===== config.mk =====
export PLATFORM = sky130hd
export DESIGN_NAME = int_core_top
export DESIGN_NICKNAME = d
export VERILOG_FILES = /design/src/int_core_pkg.sv /design/src/exec_pipe.sv /design/src/int_alu.sv /design/src/int_core_top.sv /design/src/mem_2r1w_sync.sv /design/src/regfile_2r1w_bypass.sv
export SDC_FILE = /design/constraint.sdc
export NUM_CORES = 2
export LEC_CHECK = 0
export ABC_CLOCK_PERIOD_IN_PS = 16800
export BUFFER_PORTS_ARGS = -buffer_cell sky130_fd_sc_hd__buf_4
export CAP_MARGIN = 40
export CELL_PAD_IN_SITES_DETAIL_PLACEMENT = 0
export CELL_PAD_IN_SITES_GLOBAL_PLACEMENT = 1
export CORE_MARGIN = 8
export CORE_UTILIZATION = 46
export CTS_BUF_LIST = sky130_fd_sc_hd__clkbuf_2 sky130_fd_sc_hd__clkbuf_4 sky130_fd_sc_hd__clkbuf_8
export DETAILED_ROUTE_END_ITERATION = 10
export PLACE_DENSITY = 0.76
export SLEW_MARGIN = 20
export SYNTH_ARGS = -nofsm -noshare
export SYNTH_HDL_FRONTEND = slang
export SYNTH_SLANG_ARGS = --single-unit

===== constraint.sdc =====
create_clock -name clk_i -period 16.8 [get_ports clk_i]
set_clock_uncertainty 0.05 [all_clocks]
set_input_delay 0.84 -clock clk_i [delete_from_list [all_inputs] [get_ports clk_i]]
set_output_delay 0.84 -clock clk_i [all_outputs]
set_load 0.005 [all_outputs]

===== src/int_core_pkg.sv =====
//==================================================
// shared opcode, instruction and result types for the
// integer execute unit, referenced by scoped name
//==================================================
package int_core_pkg;

  // ==================================================
  // widths
  // ==================================================

  // default datapath width that the top level passes down
  localparam int data_width_c = 32;

  // 32 architectural registers
  localparam int reg_addr_width_c = 5;

  // immediate field of the instruction word
  localparam int imm_width_c = 16;

  // ==================================================
  // opcodes
  // ==================================================

  typedef enum logic [2:0] {
    OP_ADD  = 3'd0,
    OP_SUB  = 3'd1,
    OP_AND  = 3'd2,
    OP_OR   = 3'd3,
    OP_XOR  = 3'd4,
    OP_SLL  = 3'd5,
    OP_SRL  = 3'd6,
    OP_ADDI = 3'd7
  } int_op_e;

  // ==================================================
  // instruction and result words
  // ==================================================

  typedef struct packed {
    int_op_e                     op;
    logic [reg_addr_width_c-1:0] rd;
    logic [reg_addr_width_c-1:0] rs1;
    logic [reg_addr_width_c-1:0] rs2;
    // sign-extended by the alu and only used by OP_ADDI
    logic [imm_width_c-1:0]      imm;
  } int_instr_s;

  typedef struct packed {
    logic [reg_addr_width_c-1:0] rd;
    logic [data_width_c-1:0]     value;
  } int_result_s;

endpackage


===== src/exec_pipe.sv =====
`timescale 1ns/1ps
//==================================================
// instruction queue with credit flow control on both sides,
// issues register reads and writes back one cycle later
//==================================================
module exec_pipe #(
  parameter int width_p       = 32,
  parameter int in_depth_p    = 4,
  parameter int out_credits_p = 2
) (
  input  logic                                      clk_i,
  input  logic                                      reset_i,

  input  logic                                      in_v_i,
  input  int_core_pkg::int_instr_s                  in_instr_i,
  output logic                                      in_credit_o,

  output logic                                      result_v_o,
  output int_core_pkg::int_result_s                 result_o,
  input  logic                                      out_credit_i,

  output logic                                      r0_v_o,
  output logic [int_core_pkg::reg_addr_width_c-1:0] r0_addr_o,
  output logic                                      r1_v_o,
  output logic [int_core_pkg::reg_addr_width_c-1:0] r1_addr_o,
  input  logic [width_p-1:0]                        r0_data_i,
  input  logic [width_p-1:0]                        r1_data_i,
  output logic                                      w_v_o,
  output logic [int_core_pkg::reg_addr_width_c-1:0] w_addr_o,
  output logic [width_p-1:0]                        w_data_o,

  output int_core_pkg::int_op_e                     alu_op_o,
  output logic [width_p-1:0]                        alu_a_o,
  output logic [width_p-1:0]                        alu_b_o,
  output logic [int_core_pkg::imm_width_c-1:0]      alu_imm_o,
  input  logic [width_p-1:0]                        alu_result_i
);

  localparam int ptr_width_lp    = (in_depth_p > 1) ? $clog2(in_depth_p) : 1;
  localparam int cnt_width_lp    = $clog2(in_depth_p + 1);
  localparam int credit_width_lp = $clog2(out_credits_p + 1);

  function automatic logic [ptr_width_lp-1:0] ptr_next(input logic [ptr_width_lp-1:0] ptr);
    logic [ptr_width_lp-1:0] last;
    last = ptr_width_lp'(in_depth_p - 1);
    ptr_next = (ptr == last) ? '0 : ptr + 1'b1;
  endfunction

  // ==================================================
  // queue and issue
  // ==================================================

  int_core_pkg::int_instr_s   queue_r [in_depth_p];
  int_core_pkg::int_instr_s   head_instr;
  logic [ptr_width_lp-1:0]    head_r;
  logic [ptr_width_lp-1:0]    tail_r;
  logic [cnt_width_lp-1:0]    count_r;
  logic [credit_width_lp-1:0] credit_r;
  logic                       issue;

  assign head_instr = queue_r[head_r];
  assign issue      = (count_r != '0) && (credit_r != '0);

  // popping the head frees one slot upstream
  assign in_credit_o = issue;
  assign r0_v_o      = issue;
  assign r0_addr_o   = head_instr.rs1;
  assign r1_v_o      = issue;
  assign r1_addr_o   = head_instr.rs2;

  always_ff @(posedge clk_i) begin
    if (in_v_i) begin
      queue_r[tail_r] <= in_instr_i;
    end
  end

  always_ff @(posedge clk_i) begin
    if (reset_i) begin
      head_r   <= '0;
      tail_r   <= '0;
      count_r  <= '0;
      credit_r <= credit_width_lp'(out_credits_p);
    end else begin
      if (in_v_i) begin
        tail_r <= ptr_next(tail_r);
      end
      if (issue) begin
        head_r <= ptr_next(head_r);
      end
      if (in_v_i && !issue) begin
        count_r <= count_r + 1'b1;
      end else if (!in_v_i && issue) begin
        count_r <= count_r - 1'b1;
      end
      if (out_credit_i && !issue) begin
        credit_r <= credit_r + 1'b1;
      end else if (!out_credit_i && issue) begin
        credit_r <= credit_r - 1'b1;
      end
    end
  end

  // ==================================================
  // execute and writeback
  // ==================================================

  logic                                      ex_v_r;
  int_core_pkg::int_op_e                     ex_op_r;
  logic [int_core_pkg::reg_addr_width_c-1:0] ex_rd_r;
  logic [int_core_pkg::imm_width_c-1:0]      ex_imm_r;

  always_ff @(posedge clk_i) begin
    if (reset_i) begin
      ex_v_r <= 1'b0;
    end else begin
      ex_v_r <= issue;
    end
  end

  always_ff @(posedge clk_i) begin
    if (issue) begin
      ex_op_r  <= head_instr.op;
      ex_rd_r  <= head_instr.rd;
      ex_imm_r <= head_instr.imm;
    end
  end

  // operands come straight from the register file read ports
  assign alu_op_o  = ex_op_r;
  assign alu_a_o   = r0_data_i;
  assign alu_b_o   = r1_data_i;
  assign alu_imm_o = ex_imm_r;

  // rd 0 still reports its value but is not stored
  assign w_v_o          = ex_v_r && (ex_rd_r != '0);
  assign w_addr_o       = ex_rd_r;
  assign w_data_o       = alu_result_i;
  assign result_v_o     = ex_v_r;
  assign result_o.rd    = ex_rd_r;
  assign result_o.value = alu_result_i;

  // sender must hold a credit, so a push never finds the queue full
  assert property (@(posedge clk_i) disable iff (reset_i)
    in_v_i |-> (count_r < cnt_width_lp'(in_depth_p)))
    else $error("instruction queue overflow");

  // receiver never returns more credits than it was given
  assert property (@(posedge clk_i) disable iff (reset_i)
    (out_credit_i && !issue) |-> (credit_r < credit_width_lp'(out_credits_p)))
    else $error("output credit counter overflow");

endmodule


===== src/int_alu.sv =====
`timescale 1ns/1ps
//==================================================
// single-cycle integer alu, result selected by opcode
//==================================================
module int_alu #(
  parameter int width_p = 32
) (
  input  int_core_pkg::int_op_e                op_i,
  input  logic [width_p-1:0]                   a_i,
  input  logic [width_p-1:0]                   b_i,
  input  logic [int_core_pkg::imm_width_c-1:0] imm_i,
  output logic [width_p-1:0]                   result_o
);

  localparam int shamt_width_lp = $clog2(width_p);
  localparam int ext_width_lp   = width_p - int_core_pkg::imm_width_c;

  logic [width_p-1:0]        imm_ext;
  logic [shamt_width_lp-1:0] shamt;

  // sign extension of the immediate
  assign imm_ext = {{ext_width_lp{imm_i[int_core_pkg::imm_width_c-1]}}, imm_i};

  // only the low bits of b count as shift amount
  assign shamt = b_i[shamt_width_lp-1:0];

  always_comb begin
    case (op_i)
      int_core_pkg::OP_ADD: begin
        result_o = a_i + b_i;
      end
      int_core_pkg::OP_SUB: begin
        result_o = a_i - b_i;
      end
      int_core_pkg::OP_AND: begin
        result_o = a_i & b_i;
      end
      int_core_pkg::OP_OR: begin
        result_o = a_i | b_i;
      end
      int_core_pkg::OP_XOR: begin
        result_o = a_i ^ b_i;
      end
      int_core_pkg::OP_SLL: begin
        result_o = a_i << shamt;
      end
      int_core_pkg::OP_SRL: begin
        result_o = a_i >> shamt;
      end
      int_core_pkg::OP_ADDI: begin
        result_o = a_i + imm_ext;
      end
      default: begin
        result_o = '0;
      end
    endcase
  end

endmodule


===== src/int_core_top.sv =====
`timescale 1ns/1ps
//==================================================
// integer execute unit top, sets sizes and wires the
// pipeline, register file and alu together
//==================================================
module int_core_top #(
  parameter int width_p       = int_core_pkg::data_width_c,
  parameter int els_p         = 1 << int_core_pkg::reg_addr_width_c,
  parameter int in_depth_p    = 4,
  parameter int out_credits_p = 2
) (
  input  logic                      clk_i,
  input  logic                      reset_i,
  input  logic                      in_v_i,
  input  int_core_pkg::int_instr_s  in_instr_i,
  output logic                      in_credit_o,
  output logic                      result_v_o,
  output int_core_pkg::int_result_s result_o,
  input  logic                      out_credit_i
);

  logic                                      r0_v;
  logic [int_core_pkg::reg_addr_width_c-1:0] r0_addr;
  logic [width_p-1:0]                        r0_data;
  logic                                      r1_v;
  logic [int_core_pkg::reg_addr_width_c-1:0] r1_addr;
  logic [width_p-1:0]                        r1_data;
  logic                                      w_v;
  logic [int_core_pkg::reg_addr_width_c-1:0] w_addr;
  logic [width_p-1:0]                        w_data;
  int_core_pkg::int_op_e                     alu_op;
  logic [width_p-1:0]                        alu_a;
  logic [width_p-1:0]                        alu_b;
  logic [int_core_pkg::imm_width_c-1:0]      alu_imm;
  logic [width_p-1:0]                        alu_result;

  exec_pipe #(
    .width_p       (width_p),
    .in_depth_p    (in_depth_p),
    .out_credits_p (out_credits_p)
  ) pipe (
    .clk_i        (clk_i),
    .reset_i      (reset_i),
    .in_v_i       (in_v_i),
    .in_instr_i   (in_instr_i),
    .in_credit_o  (in_credit_o),
    .result_v_o   (result_v_o),
    .result_o     (result_o),
    .out_credit_i (out_credit_i),
    .r0_v_o       (r0_v),
    .r0_addr_o    (r0_addr),
    .r1_v_o       (r1_v),
    .r1_addr_o    (r1_addr),
    .r0_data_i    (r0_data),
    .r1_data_i    (r1_data),
    .w_v_o        (w_v),
    .w_addr_o     (w_addr),
    .w_data_o     (w_data),
    .alu_op_o     (alu_op),
    .alu_a_o      (alu_a),
    .alu_b_o      (alu_b),
    .alu_imm_o    (alu_imm),
    .alu_result_i (alu_result)
  );

  regfile_2r1w_bypass #(
    .width_p (width_p),
    .els_p   (els_p)
  ) rf (
    .clk_i     (clk_i),
    .reset_i   (reset_i),
    .w_v_i     (w_v),
    .w_addr_i  (w_addr),
    .w_data_i  (w_data),
    .r0_v_i    (r0_v),
    .r0_addr_i (r0_addr),
    .r0_data_o (r0_data),
    .r1_v_i    (r1_v),
    .r1_addr_i (r1_addr),
    .r1_data_o (r1_data)
  );

  int_alu #(
    .width_p (width_p)
  ) alu (
    .op_i     (alu_op),
    .a_i      (alu_a),
    .b_i      (alu_b),
    .imm_i    (alu_imm),
    .result_o (alu_result)
  );

endmodule


===== src/mem_2r1w_sync.sv =====
`timescale 1ns/1ps
//==================================================
// synchronous storage array, one write and two read
// ports, read data registered one cycle after request
//==================================================
module mem_2r1w_sync #(
  parameter int  width_p       = 32,
  parameter int  els_p         = 32,
  localparam int addr_width_lp = (els_p > 1) ? $clog2(els_p) : 1
) (
  input  logic                     clk_i,
  input  logic                     reset_i,

  input  logic                     w_v_i,
  input  logic [addr_width_lp-1:0] w_addr_i,
  input  logic [width_p-1:0]       w_data_i,

  input  logic                     r0_v_i,
  input  logic [addr_width_lp-1:0] r0_addr_i,
  output logic [width_p-1:0]       r0_data_o,

  input  logic                     r1_v_i,
  input  logic [addr_width_lp-1:0] r1_addr_i,
  output logic [width_p-1:0]       r1_data_o
);

  logic [width_p-1:0] mem_r [els_p];

  // single write port
  always_ff @(posedge clk_i) begin
    if (w_v_i) begin
      mem_r[w_addr_i] <= w_data_i;
    end
  end

  // a same-cycle write is not seen by the read ports
  // each output keeps its word until the next valid read
  always_ff @(posedge clk_i) begin
    if (reset_i) begin
      r0_data_o <= '0;
      r1_data_o <= '0;
    end else begin
      if (r0_v_i) begin
        r0_data_o <= mem_r[r0_addr_i];
      end
      if (r1_v_i) begin
        r1_data_o <= mem_r[r1_addr_i];
      end
    end
  end

endmodule


===== src/regfile_2r1w_bypass.sv =====
`timescale 1ns/1ps
//==================================================
// register file around the 2r1w array with a zero register,
// same-cycle write-through and a held last read value
//==================================================
module regfile_2r1w_bypass #(
  parameter int  width_p       = 32,
  parameter int  els_p         = 32,
  localparam int addr_width_lp = (els_p > 1) ? $clog2(els_p) : 1
) (
  input  logic                     clk_i,
  input  logic                     reset_i,

  input  logic                     w_v_i,
  input  logic [addr_width_lp-1:0] w_addr_i,
  input  logic [width_p-1:0]       w_data_i,

  input  logic                     r0_v_i,
  input  logic [addr_width_lp-1:0] r0_addr_i,
  output logic [width_p-1:0]       r0_data_o,

  input  logic                     r1_v_i,
  input  logic [addr_width_lp-1:0] r1_addr_i,
  output logic [width_p-1:0]       r1_data_o
);

  // ==================================================
  // array access filtering
  // ==================================================

  logic               r0_hit_w;
  logic               r1_hit_w;
  logic               mem_r0_v;
  logic               mem_r1_v;
  logic               mem_w_v;
  logic [width_p-1:0] mem_r0_data;
  logic [width_p-1:0] mem_r1_data;

  // read and write to one address in one cycle
  assign r0_hit_w = w_v_i && r0_v_i && (w_addr_i == r0_addr_i);
  assign r1_hit_w = w_v_i && r1_v_i && (w_addr_i == r1_addr_i);

  // register 0 never touches the array
  assign mem_r0_v = r0_v_i && !r0_hit_w && (r0_addr_i != '0);
  assign mem_r1_v = r1_v_i && !r1_hit_w && (r1_addr_i != '0);
  assign mem_w_v  = w_v_i && (w_addr_i != '0);

  mem_2r1w_sync #(
    .width_p (width_p),
    .els_p   (els_p)
  ) mem (
    .clk_i     (clk_i),
    .reset_i   (reset_i),
    .w_v_i     (mem_w_v),
    .w_addr_i  (w_addr_i),
    .w_data_i  (w_data_i),
    .r0_v_i    (mem_r0_v),
    .r0_addr_i (r0_addr_i),
    .r0_data_o (mem_r0_data),
    .r1_v_i    (mem_r1_v),
    .r1_addr_i (r1_addr_i),
    .r1_data_o (mem_r1_data)
  );

  // ==================================================
  // bypass and read hold
  // ==================================================

  logic                     r0_hit_w_r;
  logic                     r1_hit_w_r;
  logic                     r0_v_r;
  logic                     r1_v_r;
  logic [addr_width_lp-1:0] r0_addr_r;
  logic [addr_width_lp-1:0] r1_addr_r;
  logic [width_p-1:0]       bypass_data_r;
  logic [width_p-1:0]       r0_hold_r;
  logic [width_p-1:0]       r1_hold_r;
  logic [width_p-1:0]       r0_fresh;
  logic [width_p-1:0]       r1_fresh;
  logic [width_p-1:0]       r0_cur;
  logic [width_p-1:0]       r1_cur;

  // data returned by last cycle's request
  assign r0_fresh = r0_hit_w_r ? bypass_data_r : mem_r0_data;
  assign r1_fresh = r1_hit_w_r ? bypass_data_r : mem_r1_data;

  assign r0_cur = r0_v_r ? r0_fresh : r0_hold_r;
  assign r1_cur = r1_v_r ? r1_fresh : r1_hold_r;

  assign r0_data_o = (r0_addr_r == '0) ? '0 : r0_cur;
  assign r1_data_o = (r1_addr_r == '0) ? '0 : r1_cur;

  always_ff @(posedge clk_i) begin
    if (reset_i) begin
      r0_hit_w_r <= 1'b0;
      r1_hit_w_r <= 1'b0;
      r0_v_r     <= 1'b0;
      r1_v_r     <= 1'b0;
      r0_addr_r  <= '0;
      r1_addr_r  <= '0;
    end else begin
      r0_hit_w_r <= r0_hit_w;
      r1_hit_w_r <= r1_hit_w;
      r0_v_r     <= r0_v_i;
      r1_v_r     <= r1_v_i;
      if (r0_v_i) begin
        r0_addr_r <= r0_addr_i;
      end
      if (r1_v_i) begin
        r1_addr_r <= r1_addr_i;
      end
    end
  end

  // a later write to the held address replaces the held word
  always_ff @(posedge clk_i) begin
    if (r0_hit_w || r1_hit_w) begin
      bypass_data_r <= w_data_i;
    end
    if (w_v_i && (w_addr_i == r0_addr_r)) begin
      r0_hold_r <= w_data_i;
    end else begin
      r0_hold_r <= r0_cur;
    end
    if (w_v_i && (w_addr_i == r1_addr_r)) begin
      r1_hold_r <= w_data_i;
    end else begin
      r1_hold_r <= r1_cur;
    end
  end

  // write address must be known whenever a write is requested
  assert property (@(posedge clk_i) disable iff (reset_i)
    w_v_i |-> !$isunknown(w_addr_i))
    else $error("regfile write with unknown address");

endmodule


==> summary.md <==
| Metric | Value |
|---|---|
| Status | completed |
| Multiplexer share of the synthesized area | 0.2656 |
| Mapped Area | 68760 um2 |
| Critical path, cell by cell | buf_4 -> a21oi_1 -> nand2_2 -> buf_4 -> clkinv_1 -> nor2_1 -> nand3_1 -> xnor2_1 -> o221ai_1 -> ha_1 -> and3_1 -> o21ai_0 -> o21ai_0 -> o21ai_0 -> a21oi_1 -> nand2b_1 -> a21oi_1 -> nor3_1 -> inv_1 -> buf_4 |
| Worst R2R Start | rf.r0_v_r |
| 1st-iter DRT viols | approximately 5000 |
| Worst setup EP type | output port |
| # resized after CTS | 0 |
| Synth Flop Type | edfxtp_1 |
| ANT nets after route | 0 |
| Post-DP HPWL | roughly 140000 um |
| DIE WIDTH | between 400 and 500 um |
| Clk buf depth | 3 |
| Avg WL per Cell | ~33 um |
| Antenna violations before repair | 7 |
| Crit-path max FO | between 60 and 70 |
| Vias in the first global route | approximately 43000 |
| CP delay by family, top | buffers and inverters |
| Via density | 6.541 |
| Crit path launch | rf.r0_v_r |
| Stages on the worst setup path | 20 |
| Number of fill cells | approximately 12000 |
| RSZ-0062 raised after global routing | false |
| R2R Setup Slk | ~9.2 ns |
| Grt total ovfl | 0 |
| EDFF count, synth | around 1200 |
| Async S/R FF share, synth | 0 |
| Synth Area in Simple Gates | 0.04093 |
| Core Rows | ~140 |
| Largest net degree at the start of global routing | about 130 |
| Placer Congestion | ~1.0 |
| Sequential area share after synthesis | 0.5753 |
| Yosys warns | 0 |
| Overall routed net length | approximately 220000 um |
| Fin crit share | 0.5452 |
| Worst endpoint required time | around 16 ns |
| First-pass DRT Iterations | 5 |
| CTS clk-pin slew, worst paths | around 0.06 ns |
| Non-filler instance count after layout | approximately 6600 |
| Total CTS buffers | around 220 |
| Vias | 43160 |
| Port buffer count | 76 |
| DRC Markers | 0 |
| IO Pins | 77 |
| Fin Setup TNS | 0 ns |
| Initial Util | 0.4612 |
| # Max-Cap Violations | 0 |
| Synth Area in Adders | 0.01969 |
| Buf+Inv Stages, Crit Path | 5 |
| CP max stage cell | buf_4 |
| Core Box Area | ~150000 um2 |
| Clock sinks | between 1000 and 1500 |
| Hold_buf cts | 28 |
| Nets | between 4000 and 5000 |
| Post-synthesis area per instance | between 15 and 20 um2 |
| First-pass GRT wire length | a little over 300000 um |
| H-Tree Level Count | 4 |
| Post-CTS Setup Bufs | 0 |
| Compound-Gate Fraction of Synth Area | 0.06198 |
| Number of setup violations in the final report | 0 |
| Unique masters post-synth | 81 |
| DP Cell Count | around 6000 |
| Area Growth Syn to Fin | 12.60% |
| CTS tree | done |
| Gr usage total | 0.2627 |
| Xor/xnor share of the synthesized area | 0.008789 |
| Fin. Hold Viols | 0 |
| Share of cells above drive strength 1 | 0.3068 |
| Worst Setup EP | result_o[28] |
| Die Y | a little over 400 um |
| Post-synthesis register bit count | roughly 1400 |
| Max Transition Viols Final | 0 |
| CP peak stage delay | 0.69 ns |
| Die area | ~160000 um2 |
| WP data arrival | 8.27 ns |
| Synthesized instance count | approximately 4200 |
| CP Class | reg -> out |
| Worst r2r dst | rf.mem.mem_r[6][28] |
| Root Driver | clkbuf_8 |
| Largest family of logic cells by synthesized area | multiplexers |
| Worst-margin pin slew | roughly 1.1 ns |
| Worst-skew pair later-pin latency | 0.97 ns |
| Worst hold path type | in -> reg |
| Reg2reg path depth | 20 |
| Fmax | 109.2 MHz |
| Min Tclk post-route | 9.159 ns |
| Relative slew margins | 0.2776 |
| Crit start category | register |
Yosys cell counts, drive strengths merged (104+ instances only):
cell type	n	area, um2
edfxtp	1216	36520
mux4	674	15180
mux2i	245	2452
nor2	240	900.9
clkbuf	179	671.9
nand2	179	671.9
o21ai	174	870.8
a21oi	157	789.5
dfxtp	152	3043
buf	149	802.0
inv	112	420.4
ha	105	1314
a211oi	104	798.3
registers in the layout (all words and copies together) (netlist names), named ones only:
name,cells
pipe.alu_op_o,3
pipe.queue_r,136
rf.r0_hit_w_r,1
pipe.head_r,2
rf.r1_addr_r,5
pipe.count_r,3
rf.r0_addr_r,5
pipe.tail_r,2
pipe.alu_imm_o,16
pipe.w_addr_o,5
rf.r0_hold_r,32
pipe.credit_r,2
rf.bypass_data_r,32
rf.r0_v_r,1
rf.mem.r0_data_o,32
rf.r1_hit_w_r,1
rf.mem.r1_data_o,32
rf.r1_hold_r,32
rf.mem.mem_r,1024
layout make-up:
cell class                      count  area [um2]  share of cell area
Antenna cell                        6       15.01           0.0001939
Clock buffer                      295        3641             0.04703
Clock inverter                    114       835.8             0.01080
Inverter                          113       424.2            0.005479
Multi-Input combinational cell   2466       27740              0.3582
Sequential cell                  1368       39570              0.5110
Tap cell                         1944        2432             0.03142
Timing Repair Buffer              292        2771             0.03580
per-stage QoR:
step / hold slack (ns) / utilization / setup slack (ns) / cell area [um2]
4_1_cts: 0.0006983 / 0.5176 / 7.674 / 77150
5_1_grt: 0.02609 / 0.5193 / 6.988 / 77410
3_3_place_gp: 0.4172 / 0.4821 / 8.525 / 71860
2_1_floorplan: 0.4041 / - / 10.03 / 68870
3_5_place_dp: 0.4279 / 0.4857 / 8.727 / 72400
6_report: 0.09793 / 0.5194 / 7.641 / 77420
placed cells by master (no fill, tap or decap), types with 105 or more instances in the layout:
master    synthesis  routed
edfxtp_1       1216    1216
mux4_2          674     664
mux2i_1         245     245
clkbuf_8          0     228
buf_4            15     224
nor2_1          240     206
nand2_1         179     175
o21ai_0         171     168
a21oi_1         156     156
dfxtp_1         152     148
inv_1           111     111
ha_1            105     105
worst min path at each step:
| stage | slack, ns | to | startpoint | cells after the start |
|---|---|---|---|---|
| after floorplan | 0.40 | register | pipe.head_r[1] | 2 |
| after global placement | 0.42 | pipe.head_r[1] | pipe.head_r[1] | 2 |
| after detailed placement | 0.43 | rf.r1_addr_r[2] | rf.r1_addr_r[2] | 2 |
| after CTS | 0.0007 | pipe.queue_r[1][9] | in_instr_i[9] | 1 |
| after global routing | 0.03 | pipe.queue_r[0][17] | in_instr_i[17] | 1 |
| final | 0.1 | pipe.queue_r[1][5] | in_instr_i[5] | 1 |
kinds of logic (layout without fill, tap and decap cells):
kind of cell / Yosys count / in the layout
compound gates: 657 / 657
simple gates: 626 / 626
fa+ha+maj: 107 / 107
other cells: 1 / 38
xor+xnor: 69 / 69
mux: 975 / 975
flops: 1368 / 1368
buf+inv: 441 / 814
per-layer routing:
layer  track usage  vias to the layer above  share of wire
li1              -                    17850              -
met1        0.3590                    22560           0.40
met2        0.4176                     2355           0.47
met3       0.05103                      390          0.085
met4        0.1044                        0          0.045
met5             0                        -              0
Power is left out: the tool's default activity adds up to more than one toggle a clock period on the data nets, which glitch-free logic cannot reach.
